**src/common/spi_consts.svh**
```systemverilog
`ifndef SPI_CONSTS_SVH
`define SPI_CONSTS_SVH

//////////////////////////////
// frame and delay widths
//////////////////////////////

`define SPI_WORD_W  32          // widest frame, bits
`define SPI_DELAY_W 8           // gap and cs delay settings

//////////////////////////////
// sck half periods
//////////////////////////////

// half period in gclk cycles, one per sck_speed code
`define SPI_HALF_128 64         // code 0
`define SPI_HALF_64  32         // code 1
`define SPI_HALF_32  16         // code 2
`define SPI_HALF_16  8          // code 3

//////////////////////////////
// word lengths
//////////////////////////////

// bits per frame, one per word_len code
`define SPI_LEN_32 32           // code 0
`define SPI_LEN_16 16           // code 1
`define SPI_LEN_8  8            // code 2
`define SPI_LEN_4  4            // code 3

`endif

```
**src/common/spi_pkg.sv**
```systemverilog
`include "spi_consts.svh"

package spi_pkg;

    //////////////////////////////
    // vector types
    //////////////////////////////

    // one data word, short frames sit in the low bits
    typedef logic [`SPI_WORD_W-1:0] spi_word_t;

    typedef logic [`SPI_DELAY_W-1:0] spi_delay_t;   // gap or delay, gclk cycles

    // must hold the longest half period minus one
    typedef logic [$clog2(`SPI_HALF_128):0] spi_div_cnt_t;

    // edges left in a frame minus one, also wide enough for the bit count
    typedef logic [$clog2(`SPI_WORD_W):0] spi_bit_cnt_t;

    //////////////////////////////
    // sequencer states
    //////////////////////////////

    typedef enum logic [2:0] {
        IDLE,                       // waiting for a start edge
        GAP,                        // start taken, interframe gap not over yet
        LEAD,                       // cs low, waiting for the first sck edge
        SHIFT,                      // sck running
        LAG                         // last edge done, waiting to raise cs
    } seq_state_e;

endpackage

```
**src/common/spi_sck_if.sv**
```systemverilog
interface spi_sck_if ();

    logic       run;                // sck toggles while high
    logic       first_edge;         // kicks off the first edge one cycle later
    logic       cpol;               // idle sck level
    logic [1:0] half_sel;           // rate code of the current frame
    logic       lead_edge_next;     // sck leaves idle level next cycle
    logic       trail_edge_next;    // sck returns to idle level next cycle

    // sequencer side
    modport seq (
        output run,
        output first_edge,
        output cpol,
        output half_sel,
        input  lead_edge_next,
        input  trail_edge_next
    );

    modport gen (
        input  run,
        input  first_edge,
        input  cpol,
        input  half_sel,
        output lead_edge_next,
        output trail_edge_next
    );

endinterface

```
**src/common/spi_timer_if.sv**
```systemverilog
interface spi_timer_if import spi_pkg::*; ();

    logic       lead_go;            // cs just went low, start cs-to-sck delay
    logic       lag_go;             // last edge seen, start sck-to-cs delay
    spi_delay_t lead_delay;
    spi_delay_t lag_delay;
    logic       gap_ok;             // interframe gap has elapsed
    logic       lead_done;
    logic       lag_done;

    modport seq (
        output lead_go,
        output lag_go,
        output lead_delay,
        output lag_delay,
        input  gap_ok,
        input  lead_done,
        input  lag_done
    );

    modport timer (
        input  lead_go,
        input  lag_go,
        input  lead_delay,
        input  lag_delay,
        output gap_ok,
        output lead_done,
        output lag_done
    );

endinterface

```
**src/hw/spi_frame_timer.sv**
```systemverilog
module spi_frame_timer import spi_pkg::*; (
    input  logic        gclk_i,
    input  logic        nrst_i,
    input  spi_delay_t  ifg_i,          // minimum gap between frames
    spi_timer_if.timer  tmr
);

    spi_delay_t gap_cnt_q;          // cycles since the last frame ended, saturating
    spi_delay_t dly_cnt_q;
    spi_delay_t dly_target;
    logic       dly_busy_q;         // a lead or lag delay is running
    logic       dly_lag_q;          // running delay belongs to the lag phase
    logic       dly_hit;

    //////////////////////////////
    // interframe gap
    //////////////////////////////

    assign tmr.gap_ok = (gap_cnt_q >= ifg_i);

    always_ff @(posedge gclk_i) begin
        if (!nrst_i) begin
            gap_cnt_q <= '0;
        end else if (tmr.lag_done) begin
            gap_cnt_q <= '0;            // cs rises now, gap counts from here
        end else if (gap_cnt_q != '1) begin
            gap_cnt_q <= gap_cnt_q + 1'b1;
        end
    end

    //////////////////////////////
    // cs delays
    //////////////////////////////

    // lead and lag never overlap, so one counter serves both
    assign dly_target = dly_lag_q ? tmr.lag_delay : tmr.lead_delay;

    // count starts at 1, so a zero setting behaves like 1
    assign dly_hit = dly_busy_q & (dly_cnt_q >= dly_target);

    assign tmr.lead_done = dly_hit & ~dly_lag_q;
    assign tmr.lag_done  = dly_hit & dly_lag_q;

    always_ff @(posedge gclk_i) begin
        if (!nrst_i) begin
            dly_busy_q <= 1'b0;
            dly_lag_q  <= 1'b0;
            dly_cnt_q  <= '0;
        end else if (tmr.lead_go || tmr.lag_go) begin
            dly_busy_q <= 1'b1;
            dly_lag_q  <= tmr.lag_go;
            dly_cnt_q  <= spi_delay_t'(1);
        end else if (dly_hit) begin
            dly_busy_q <= 1'b0;         // done pulse lasts one cycle
        end else if (dly_busy_q) begin
            dly_cnt_q  <= dly_cnt_q + 1'b1;
        end
    end

endmodule

```
**src/hw/spi_master.sv**
```systemverilog
module spi_master import spi_pkg::*; (
    input  logic       gclk_i,
    input  logic       nrst_i,

    // control
    input  logic       start_i,          // rising edge starts a frame
    output logic       busy_o,

    // frame configuration, latched at the start edge
    input  logic [1:0] spi_mode_i,       // {cpol, cpha}
    input  logic [1:0] sck_speed_i,      // gclk/128, /64, /32, /16
    input  logic [1:0] word_len_i,       // 32, 16, 8, 4 bits
    input  spi_delay_t ifg_i,
    input  spi_delay_t cs_sck_i,
    input  spi_delay_t sck_cs_i,

    // data words
    input  spi_word_t  mosi_data_i,
    output spi_word_t  miso_data_o,

    // spi bus
    input  logic       miso_i,
    output logic       mosi_o,
    output logic       sclk_o,
    output logic       cs_o
);

    spi_sck_if   i_sck_if ();
    spi_timer_if i_tmr_if ();

    spi_sck_gen i_sck_gen (
        .gclk_i (gclk_i),
        .nrst_i (nrst_i),
        .sck    (i_sck_if.gen),
        .sclk_o (sclk_o)
    );

    spi_frame_timer i_frame_timer (
        .gclk_i (gclk_i),
        .nrst_i (nrst_i),
        .ifg_i  (ifg_i),
        .tmr    (i_tmr_if.timer)
    );

    spi_shift_seq i_shift_seq (
        .gclk_i      (gclk_i),
        .nrst_i      (nrst_i),
        .start_i     (start_i),
        .spi_mode_i  (spi_mode_i),
        .sck_speed_i (sck_speed_i),
        .word_len_i  (word_len_i),
        .cs_sck_i    (cs_sck_i),
        .sck_cs_i    (sck_cs_i),
        .mosi_data_i (mosi_data_i),
        .miso_i      (miso_i),
        .sck         (i_sck_if.seq),
        .tmr         (i_tmr_if.seq),
        .busy_o      (busy_o),
        .miso_data_o (miso_data_o),
        .mosi_o      (mosi_o),
        .cs_o        (cs_o)
    );

endmodule

```
**src/hw/spi_sck_gen.sv**
```systemverilog
`include "spi_consts.svh"

module spi_sck_gen import spi_pkg::*; (
    input  logic   gclk_i,
    input  logic   nrst_i,
    spi_sck_if.gen sck,
    output logic   sclk_o
);

    spi_div_cnt_t div_cnt_q;        // gclk cycles into the current half period
    spi_div_cnt_t half_last;        // count value at which sck toggles
    logic         edge_now;         // sck toggles at the end of this cycle

    //////////////////////////////
    // rate decode
    //////////////////////////////

    always_comb begin
        unique case (sck.half_sel)
            2'd0: half_last = spi_div_cnt_t'(`SPI_HALF_128 - 1);
            2'd1: half_last = spi_div_cnt_t'(`SPI_HALF_64 - 1);
            2'd2: half_last = spi_div_cnt_t'(`SPI_HALF_32 - 1);
            2'd3: half_last = spi_div_cnt_t'(`SPI_HALF_16 - 1);
        endcase
    end

    //////////////////////////////
    // edge announce
    //////////////////////////////

    // the first edge is requested by the sequencer, the rest come from the divider
    assign edge_now = sck.first_edge | (sck.run & (div_cnt_q == half_last));

    // sck still at idle level means the coming edge leaves it
    assign sck.lead_edge_next  = edge_now & (sclk_o == sck.cpol);
    assign sck.trail_edge_next = edge_now & (sclk_o != sck.cpol);

    //////////////////////////////
    // divider and sck level
    //////////////////////////////

    always_ff @(posedge gclk_i) begin
        if (!nrst_i) begin
            sclk_o    <= 1'b0;
            div_cnt_q <= '0;
        end else if (edge_now) begin
            sclk_o    <= ~sclk_o;
            div_cnt_q <= '0;            // new half period starts
        end else if (sck.run) begin
            div_cnt_q <= div_cnt_q + 1'b1;
        end else begin
            // parked between frames
            sclk_o    <= sck.cpol;
            div_cnt_q <= '0;
        end
    end

endmodule

```
**src/spi_shift_seq/spi_shift_seq.sv**
```systemverilog
`include "spi_consts.svh"

module spi_shift_seq import spi_pkg::*; (
    input  logic       gclk_i,
    input  logic       nrst_i,
    input  logic       start_i,
    input  logic [1:0] spi_mode_i,
    input  logic [1:0] sck_speed_i,
    input  logic [1:0] word_len_i,
    input  spi_delay_t cs_sck_i,
    input  spi_delay_t sck_cs_i,
    input  spi_word_t  mosi_data_i,
    input  logic       miso_i,
    spi_sck_if.seq     sck,
    spi_timer_if.seq   tmr,
    output logic       busy_o,
    output spi_word_t  miso_data_o,
    output logic       mosi_o,
    output logic       cs_o
);

    seq_state_e   state_q;
    logic         start_q;
    logic         start_edge;
    logic         run_q;
    logic         cpol_q;
    logic         cpha_q;
    logic [1:0]   half_sel_q;
    spi_delay_t   lead_dly_q;
    spi_delay_t   lag_dly_q;
    spi_bit_cnt_t len_dec;          // bits in the requested frame
    spi_bit_cnt_t edge_cnt_q;       // edges left minus one
    spi_word_t    mosi_sr_q;        // next bit to send always in the msb
    spi_word_t    miso_sr_q;
    logic         in_frame;
    logic         last_edge;
    logic         load_first;
    logic         shift_out;
    logic         sample_in;

    //////////////////////////////
    // event decode
    //////////////////////////////

    always_comb begin
        unique case (word_len_i)
            2'd0: len_dec = spi_bit_cnt_t'(`SPI_LEN_32);
            2'd1: len_dec = spi_bit_cnt_t'(`SPI_LEN_16);
            2'd2: len_dec = spi_bit_cnt_t'(`SPI_LEN_8);
            2'd3: len_dec = spi_bit_cnt_t'(`SPI_LEN_4);
        endcase
    end

    assign start_edge = start_i & ~start_q & (state_q == IDLE);   // ignored mid-frame
    assign in_frame   = (state_q == LEAD) | (state_q == SHIFT);
    assign last_edge  = (state_q == SHIFT) & sck.trail_edge_next & (edge_cnt_q == '0);

    // phase 0 puts the first bit out together with cs falling
    assign load_first = tmr.lead_go & ~cpha_q;
    assign shift_out  = in_frame & (cpha_q ? sck.lead_edge_next : sck.trail_edge_next);
    assign sample_in  = in_frame & (cpha_q ? sck.trail_edge_next : sck.lead_edge_next);

    assign sck.run        = run_q;
    assign sck.first_edge = (state_q == LEAD) & tmr.lead_done;
    assign sck.cpol       = (state_q == IDLE) ? spi_mode_i[1] : cpol_q;
    assign sck.half_sel   = half_sel_q;

    assign tmr.lead_go    = (state_q == GAP) & tmr.gap_ok;
    assign tmr.lag_go     = last_edge;
    assign tmr.lead_delay = lead_dly_q;
    assign tmr.lag_delay  = lag_dly_q;

    //////////////////////////////
    // frame FSM
    //////////////////////////////

    always_ff @(posedge gclk_i) begin
        if (!nrst_i) begin
            state_q     <= IDLE;
            start_q     <= 1'b0;
            run_q       <= 1'b0;
            busy_o      <= 1'b0;
            cs_o        <= 1'b1;
            mosi_o      <= 1'b0;
            miso_data_o <= '0;
        end else begin
            start_q <= start_i;

            if (sck.first_edge) begin
                run_q <= 1'b1;
            end else if (last_edge) begin
                run_q <= 1'b0;                  // stops right after the last edge
            end

            if (load_first || shift_out) begin
                mosi_o <= mosi_sr_q[`SPI_WORD_W-1];
            end else if (tmr.lag_done) begin
                mosi_o <= 1'b0;
            end

            case (state_q)
                IDLE: begin
                    if (start_edge) state_q <= GAP;
                end
                GAP: begin
                    if (tmr.gap_ok) begin
                        cs_o    <= 1'b0;
                        busy_o  <= 1'b1;
                        state_q <= LEAD;
                    end
                end
                LEAD: begin
                    if (tmr.lead_done) state_q <= SHIFT;
                end
                SHIFT: begin
                    if (last_edge) state_q <= LAG;
                end
                LAG: begin
                    if (tmr.lag_done) begin
                        cs_o        <= 1'b1;
                        busy_o      <= 1'b0;
                        miso_data_o <= miso_sr_q;
                        state_q     <= IDLE;
                    end
                end
            endcase
        end
    end

    //////////////////////////////
    // shift registers
    //////////////////////////////

    always_ff @(posedge gclk_i) begin
        if (start_edge) begin
            cpol_q     <= spi_mode_i[1];
            cpha_q     <= spi_mode_i[0];
            half_sel_q <= sck_speed_i;
            lead_dly_q <= cs_sck_i;
            lag_dly_q  <= sck_cs_i;
            edge_cnt_q <= spi_bit_cnt_t'(2 * len_dec - 1);        // 2N edges per frame
            mosi_sr_q  <= mosi_data_i << (`SPI_WORD_W - len_dec);  // bit N-1 to the top
            miso_sr_q  <= '0;                                      // zero-extends short words
        end else begin
            if (load_first || shift_out) mosi_sr_q <= mosi_sr_q << 1;
            if (sample_in) miso_sr_q <= {miso_sr_q[`SPI_WORD_W-2:0], miso_i};
            if (in_frame && (sck.lead_edge_next || sck.trail_edge_next)) begin
                edge_cnt_q <= edge_cnt_q - 1'b1;
            end
        end
    end

endmodule

```
**config.mk**
```make
export PLATFORM = sky130hd
export DESIGN_NAME = spi_master
export DESIGN_NICKNAME = d
export VERILOG_FILES = /design/src/common/spi_pkg.sv /design/src/common/spi_sck_if.sv /design/src/common/spi_timer_if.sv /design/src/hw/spi_frame_timer.sv /design/src/hw/spi_master.sv /design/src/hw/spi_sck_gen.sv /design/src/spi_shift_seq/spi_shift_seq.sv
export VERILOG_INCLUDE_DIRS = /design/src /design/src/common
export SDC_FILE = /design/constraint.sdc
export NUM_CORES = 1
export LEC_CHECK = 0
export BUFFER_PORTS_ARGS = -buffer_cell sky130_fd_sc_hd__buf_4
export CAP_MARGIN = 20
export CORE_UTILIZATION = 51
export CTS_CLUSTER_DIAMETER = 100
export CTS_CLUSTER_SIZE = 10
export DETAILED_ROUTE_END_ITERATION = 16
export HOLD_SLACK_MARGIN = 0.05
export PLACE_DENSITY = 0.76
export SYNTH_ARGS = -nofsm -noshare
export SYNTH_HDL_FRONTEND = slang
export SYNTH_SLANG_ARGS = --single-unit
```
**constraint.sdc**
```tcl
create_clock -name gclk_i -period 3.5 [get_ports gclk_i]
set_input_delay 0.175 -clock gclk_i [delete_from_list [all_inputs] [get_ports gclk_i]]
set_output_delay 0.175 -clock gclk_i [all_outputs]
set_load 0.01 [all_outputs]
```
==> summary.md <==
| Metric | Value |
|---|---|
| Cell Chain, Critical Path | buf_4, mux2i_1, ha_1, and3_1, o21ai_1, a2111oi_0, nor3_1, o32a_1, nand2_2, buf_12 |
| Clock sinks | 156 |
| First-pass GRT wire length | ~23000 um |
| Clock H-tree levels | 4 |
| Worst Path Required | 3.62 ns |
| FP Rows | 41 |
| Worst EP arrival | approximately 3.2 ns |
| Util after Layout | approximately two thirds |
| GRT overflow | 0 |
| Number of synthesized flops with an enable pin | 58 |
| Leading cell types in the layout, fill and taps excluded | 109 x buf_4, 98 x dfxtp_1, 89 x nand2_1 |
| Antenna diode count | 0 |
| Clock skew | around 0.0079 ns |
| Endpoints failing hold | 0 |
| Post-DP HPWL | about 9800 um |
| Slew HR | 54.7% |
| I/O pins | 102 |
| Worst hold-check path type | primary input to register |
| Setup Buffers After CTS | 0 |
| Commonest non-fill, non-tap cell in the layout | buf_4 |
| Crit path max fanout | 32 |
| TNS Setup | 0 ns |
| Share of post-route cells with drive strength above 1 | between 10% and 20% |
| Final setup vio count | 0 |
| GPL Wtd Cong | approximately 0.82 |
| Post-Synthesis Cell Area | a little under 0.007 mm2 |
| Clk_lat worst skew | approximately 0.42 ns |
| Largest net degree at the start of global routing | 65 |
| Drt drc | 0 |
| Overall global routing resource usage | 22.2% |
| Initial Utilization | roughly 53% |
| Status | finished, final reports clean |
| Worst hold slack | ~0.065 ns |
| Total power | between 4 and 5 mW |
| Number of fill cells | 981 |
| Total Nets Final | 868 |
| Critical-path top delay cell | a2111oi_0 |
| Number of library cell types mapped by synthesis | 49 |
| CP delay by family, top | compound AO/OA/AOI/OAI gates |
| Die height | between 100 and 150 um |
| Number of antenna violations at the first check in global routing | 0 |
| CTS tree | done |
| Primary FF master, synth | dfxtp_1 |
| Sequential share of the synthesized area | a little over half |
| RSZ-0062 raised after global routing | no |
| TritonCTS Buffers | 17 |
| CTS Hold Bufs | 26 |
| # resized after CTS | 0 |
| Asr flop ratio synth | 0% |
| Post-Syn Instances | around 660 |
| Drt wl/cell | between 10 and 15 um |
| Detailed Route WL | 14500 um |
| DR vias | between 5000 and 6000 |
| ANT nets after route | 0 |
| Max stage delay on crit path | between 0.6 and 0.7 ns |
| Actual slew at the worst max-slew pin | 0.662 ns |
| Drt initial violations | 330 |
| Minimum clock period | approximately 3.1 ns |
| Area growth syn-to-layout | 26.9% |
| Bufs and invs on worst path | 2 |
| Core Region | 0.0128 mm2 |
| Power per cell area | about 480 mW/mm2 |
| Port buffer count | between 100 and 150 |
| Achievable Freq | 323 MHz |
| Root Driver | clkbuf_16 |
| Die area | around 0.014 mm2 |
| Critical path type | register to register |
| Die width | around 120 um |
| Final Max Tran Viols | 0 |
| Setup crit end kind | register |
| DRT Pass-1 Iters | 6 |
| P_leak | between 3 and 4 nW |
| Avg Vias per Cell | between 5 and 6 |
| Max-cap violations | 0 |
| Vias in the first global route | ~5000 |
| Clock Tree Buf Depth | 2 |
| Maximum resistive drop on vdd | 407 uV |
| Syn nets | about 750 |
| Yosys warning count | 0 |
| FF+latch count, synth | 156 |
| CP Launch Type | register |
| Reg clk slew, reported paths | ~0.060 ns |
| Crit share post-route | about nine tenths |
| Avg Inst Size Synth | just over 10 um2 |
[routing by layer]
layer / track usage [%] / vias up / share of wire (%)
met2: 38.8 / 110 / 51
met4: 7.34 / 0 / 1.5
met5: 0 / - / 0
li1: - / 2566 / -
met1: 25.9 / 2459 / 43
met3: 6.85 / 24 / 4.6
[through the flow]
stage               std cells  cell area [um2]  worst slack, ns
floorplan                 659             6760            0.153
global placement          909             7720            0.558
detailed placement        909             7720            0.469
CTS                       966             8580            0.425
global route              966             8580            0.245
finish                    966             8580            0.405
[kinds of logic (layout without fill, tap and decap cells)]
family	after synthesis	count (layout)	share of synthesized area (%)
AO/OA/AOI/OAI	112	112	10.4
flip-flops	156	156	54.8
buffers and inverters	52	187	3.29
AND/OR/NAND/NOR	233	233	15.3
adder cells (fa/ha/maj)	20	20	3.70
XOR/XNOR	24	24	3.11
multiplexers	62	62	9.38
[worst paths after layout]
path | start | end | slack, ns | depth (start not counted)
min | mosi_data_i[13] | i_shift_seq.mosi_sr_q[13]$_DFFE_PP_ | 0.07 | 2
max reg2reg | i_frame_timer.dly_lag_q$_SDFFE_PN0P_ | i_shift_seq.mosi_sr_q[14]$_DFFE_PP_ | 0.40 | 10
min reg2reg | i_shift_seq.miso_sr_q[31]$_SDFFE_PP0P_ | i_shift_seq.miso_sr_q[31]$_SDFFE_PP0P_ | 0.46 | 2
max | i_frame_timer.dly_lag_q$_SDFFE_PN0P_ | i_shift_seq.mosi_sr_q[14]$_DFFE_PP_ | 0.40 | 10
[sequential cells by signal (all words and copies together), names as in the netlist]
| signal | cells |
|---|---|
| i_frame_timer.dly_busy_q | 1 |
| i_frame_timer.dly_cnt_q | 8 |
| i_frame_timer.dly_lag_q | 1 |
| i_frame_timer.gap_cnt_q | 8 |
| i_sck_gen.div_cnt_q | 7 |
| i_sck_gen.sclk_o | 1 |
| i_shift_seq.busy_o | 1 |
| i_shift_seq.cpha_q | 1 |
| i_shift_seq.cpol_q | 1 |
| i_shift_seq.cs_o | 1 |
| i_shift_seq.edge_cnt_q | 6 |
| i_shift_seq.miso_data_o | 32 |
| i_shift_seq.miso_sr_q | 32 |
| i_shift_seq.mosi_o | 1 |
| i_shift_seq.mosi_sr_q | 32 |
| i_shift_seq.sck.half_sel | 2 |
| i_shift_seq.sck.run | 1 |
| i_shift_seq.start_q | 1 |
| i_shift_seq.state_q | 3 |
| i_shift_seq.tmr.lag_delay | 8 |
| i_shift_seq.tmr.lead_delay | 8 |
[worst reg2reg max path, delay by kind of cell (launching register included)]
kind	cells	cell delay, ns
compound gates	3	1.16
fa+ha+maj	1	0.32
buf+inv	2	0.45
flops	1	0.34
mux	1	0.11
simple gates	3	0.42
[area by class of cell]
cell class / count / area, um2 / area share (%)
sequential: 156 / 3700 / 43.2
multi-input combinational: 451 / 2860 / 33.3
timing repair buffer: 138 / 1140 / 13.3
clock buffer: 22 / 529 / 6.17
tap: 172 / 215 / 2.51
inverter: 18 / 67.6 / 0.788
clock inverter: 9 / 66.3 / 0.773
[report_power, final]
| group | switching (mW) | total, mW | internal [mW] |
|---|---|---|---|
| Combinational | 0.150 | 0.292 | 0.142 |
| Clock | 0.741 | 1.82 | 1.08 |
| Sequential | 0.0247 | 1.97 | 1.95 |
| Total | 0.916 | 4.09 | 3.17 |
[synthesized netlist by cell type (all sizes together), types with 2 or more instances]
cell    instances  area share (%)
a21o            2            0.22
a21oi          21             1.7
a22o           15             1.9
a31oi           2            0.19
and2            2            0.19
and3            6            0.56
buf            14             1.2
clkbuf         20             1.1
dfxtp          98              29
edfxtp         58              26
ha             20             3.7
inv            17            0.94
mux2i          60             8.9
nand2          91             5.1
nand2b          4            0.37
nand3          20             1.5
nand3b          2            0.22
nand4           5            0.46
nor2           75             4.2
nor2b           6            0.56
nor3            9            0.74
nor3b           6            0.67
nor4b           2            0.26
o211ai          3            0.33
o21a            2            0.22
o21ai          47             3.5
o22ai           3            0.28
o31ai          10             1.1
or3             3            0.35
xnor2          15             1.9
xor2            9             1.2
Power figures use the tool's default switching activity.
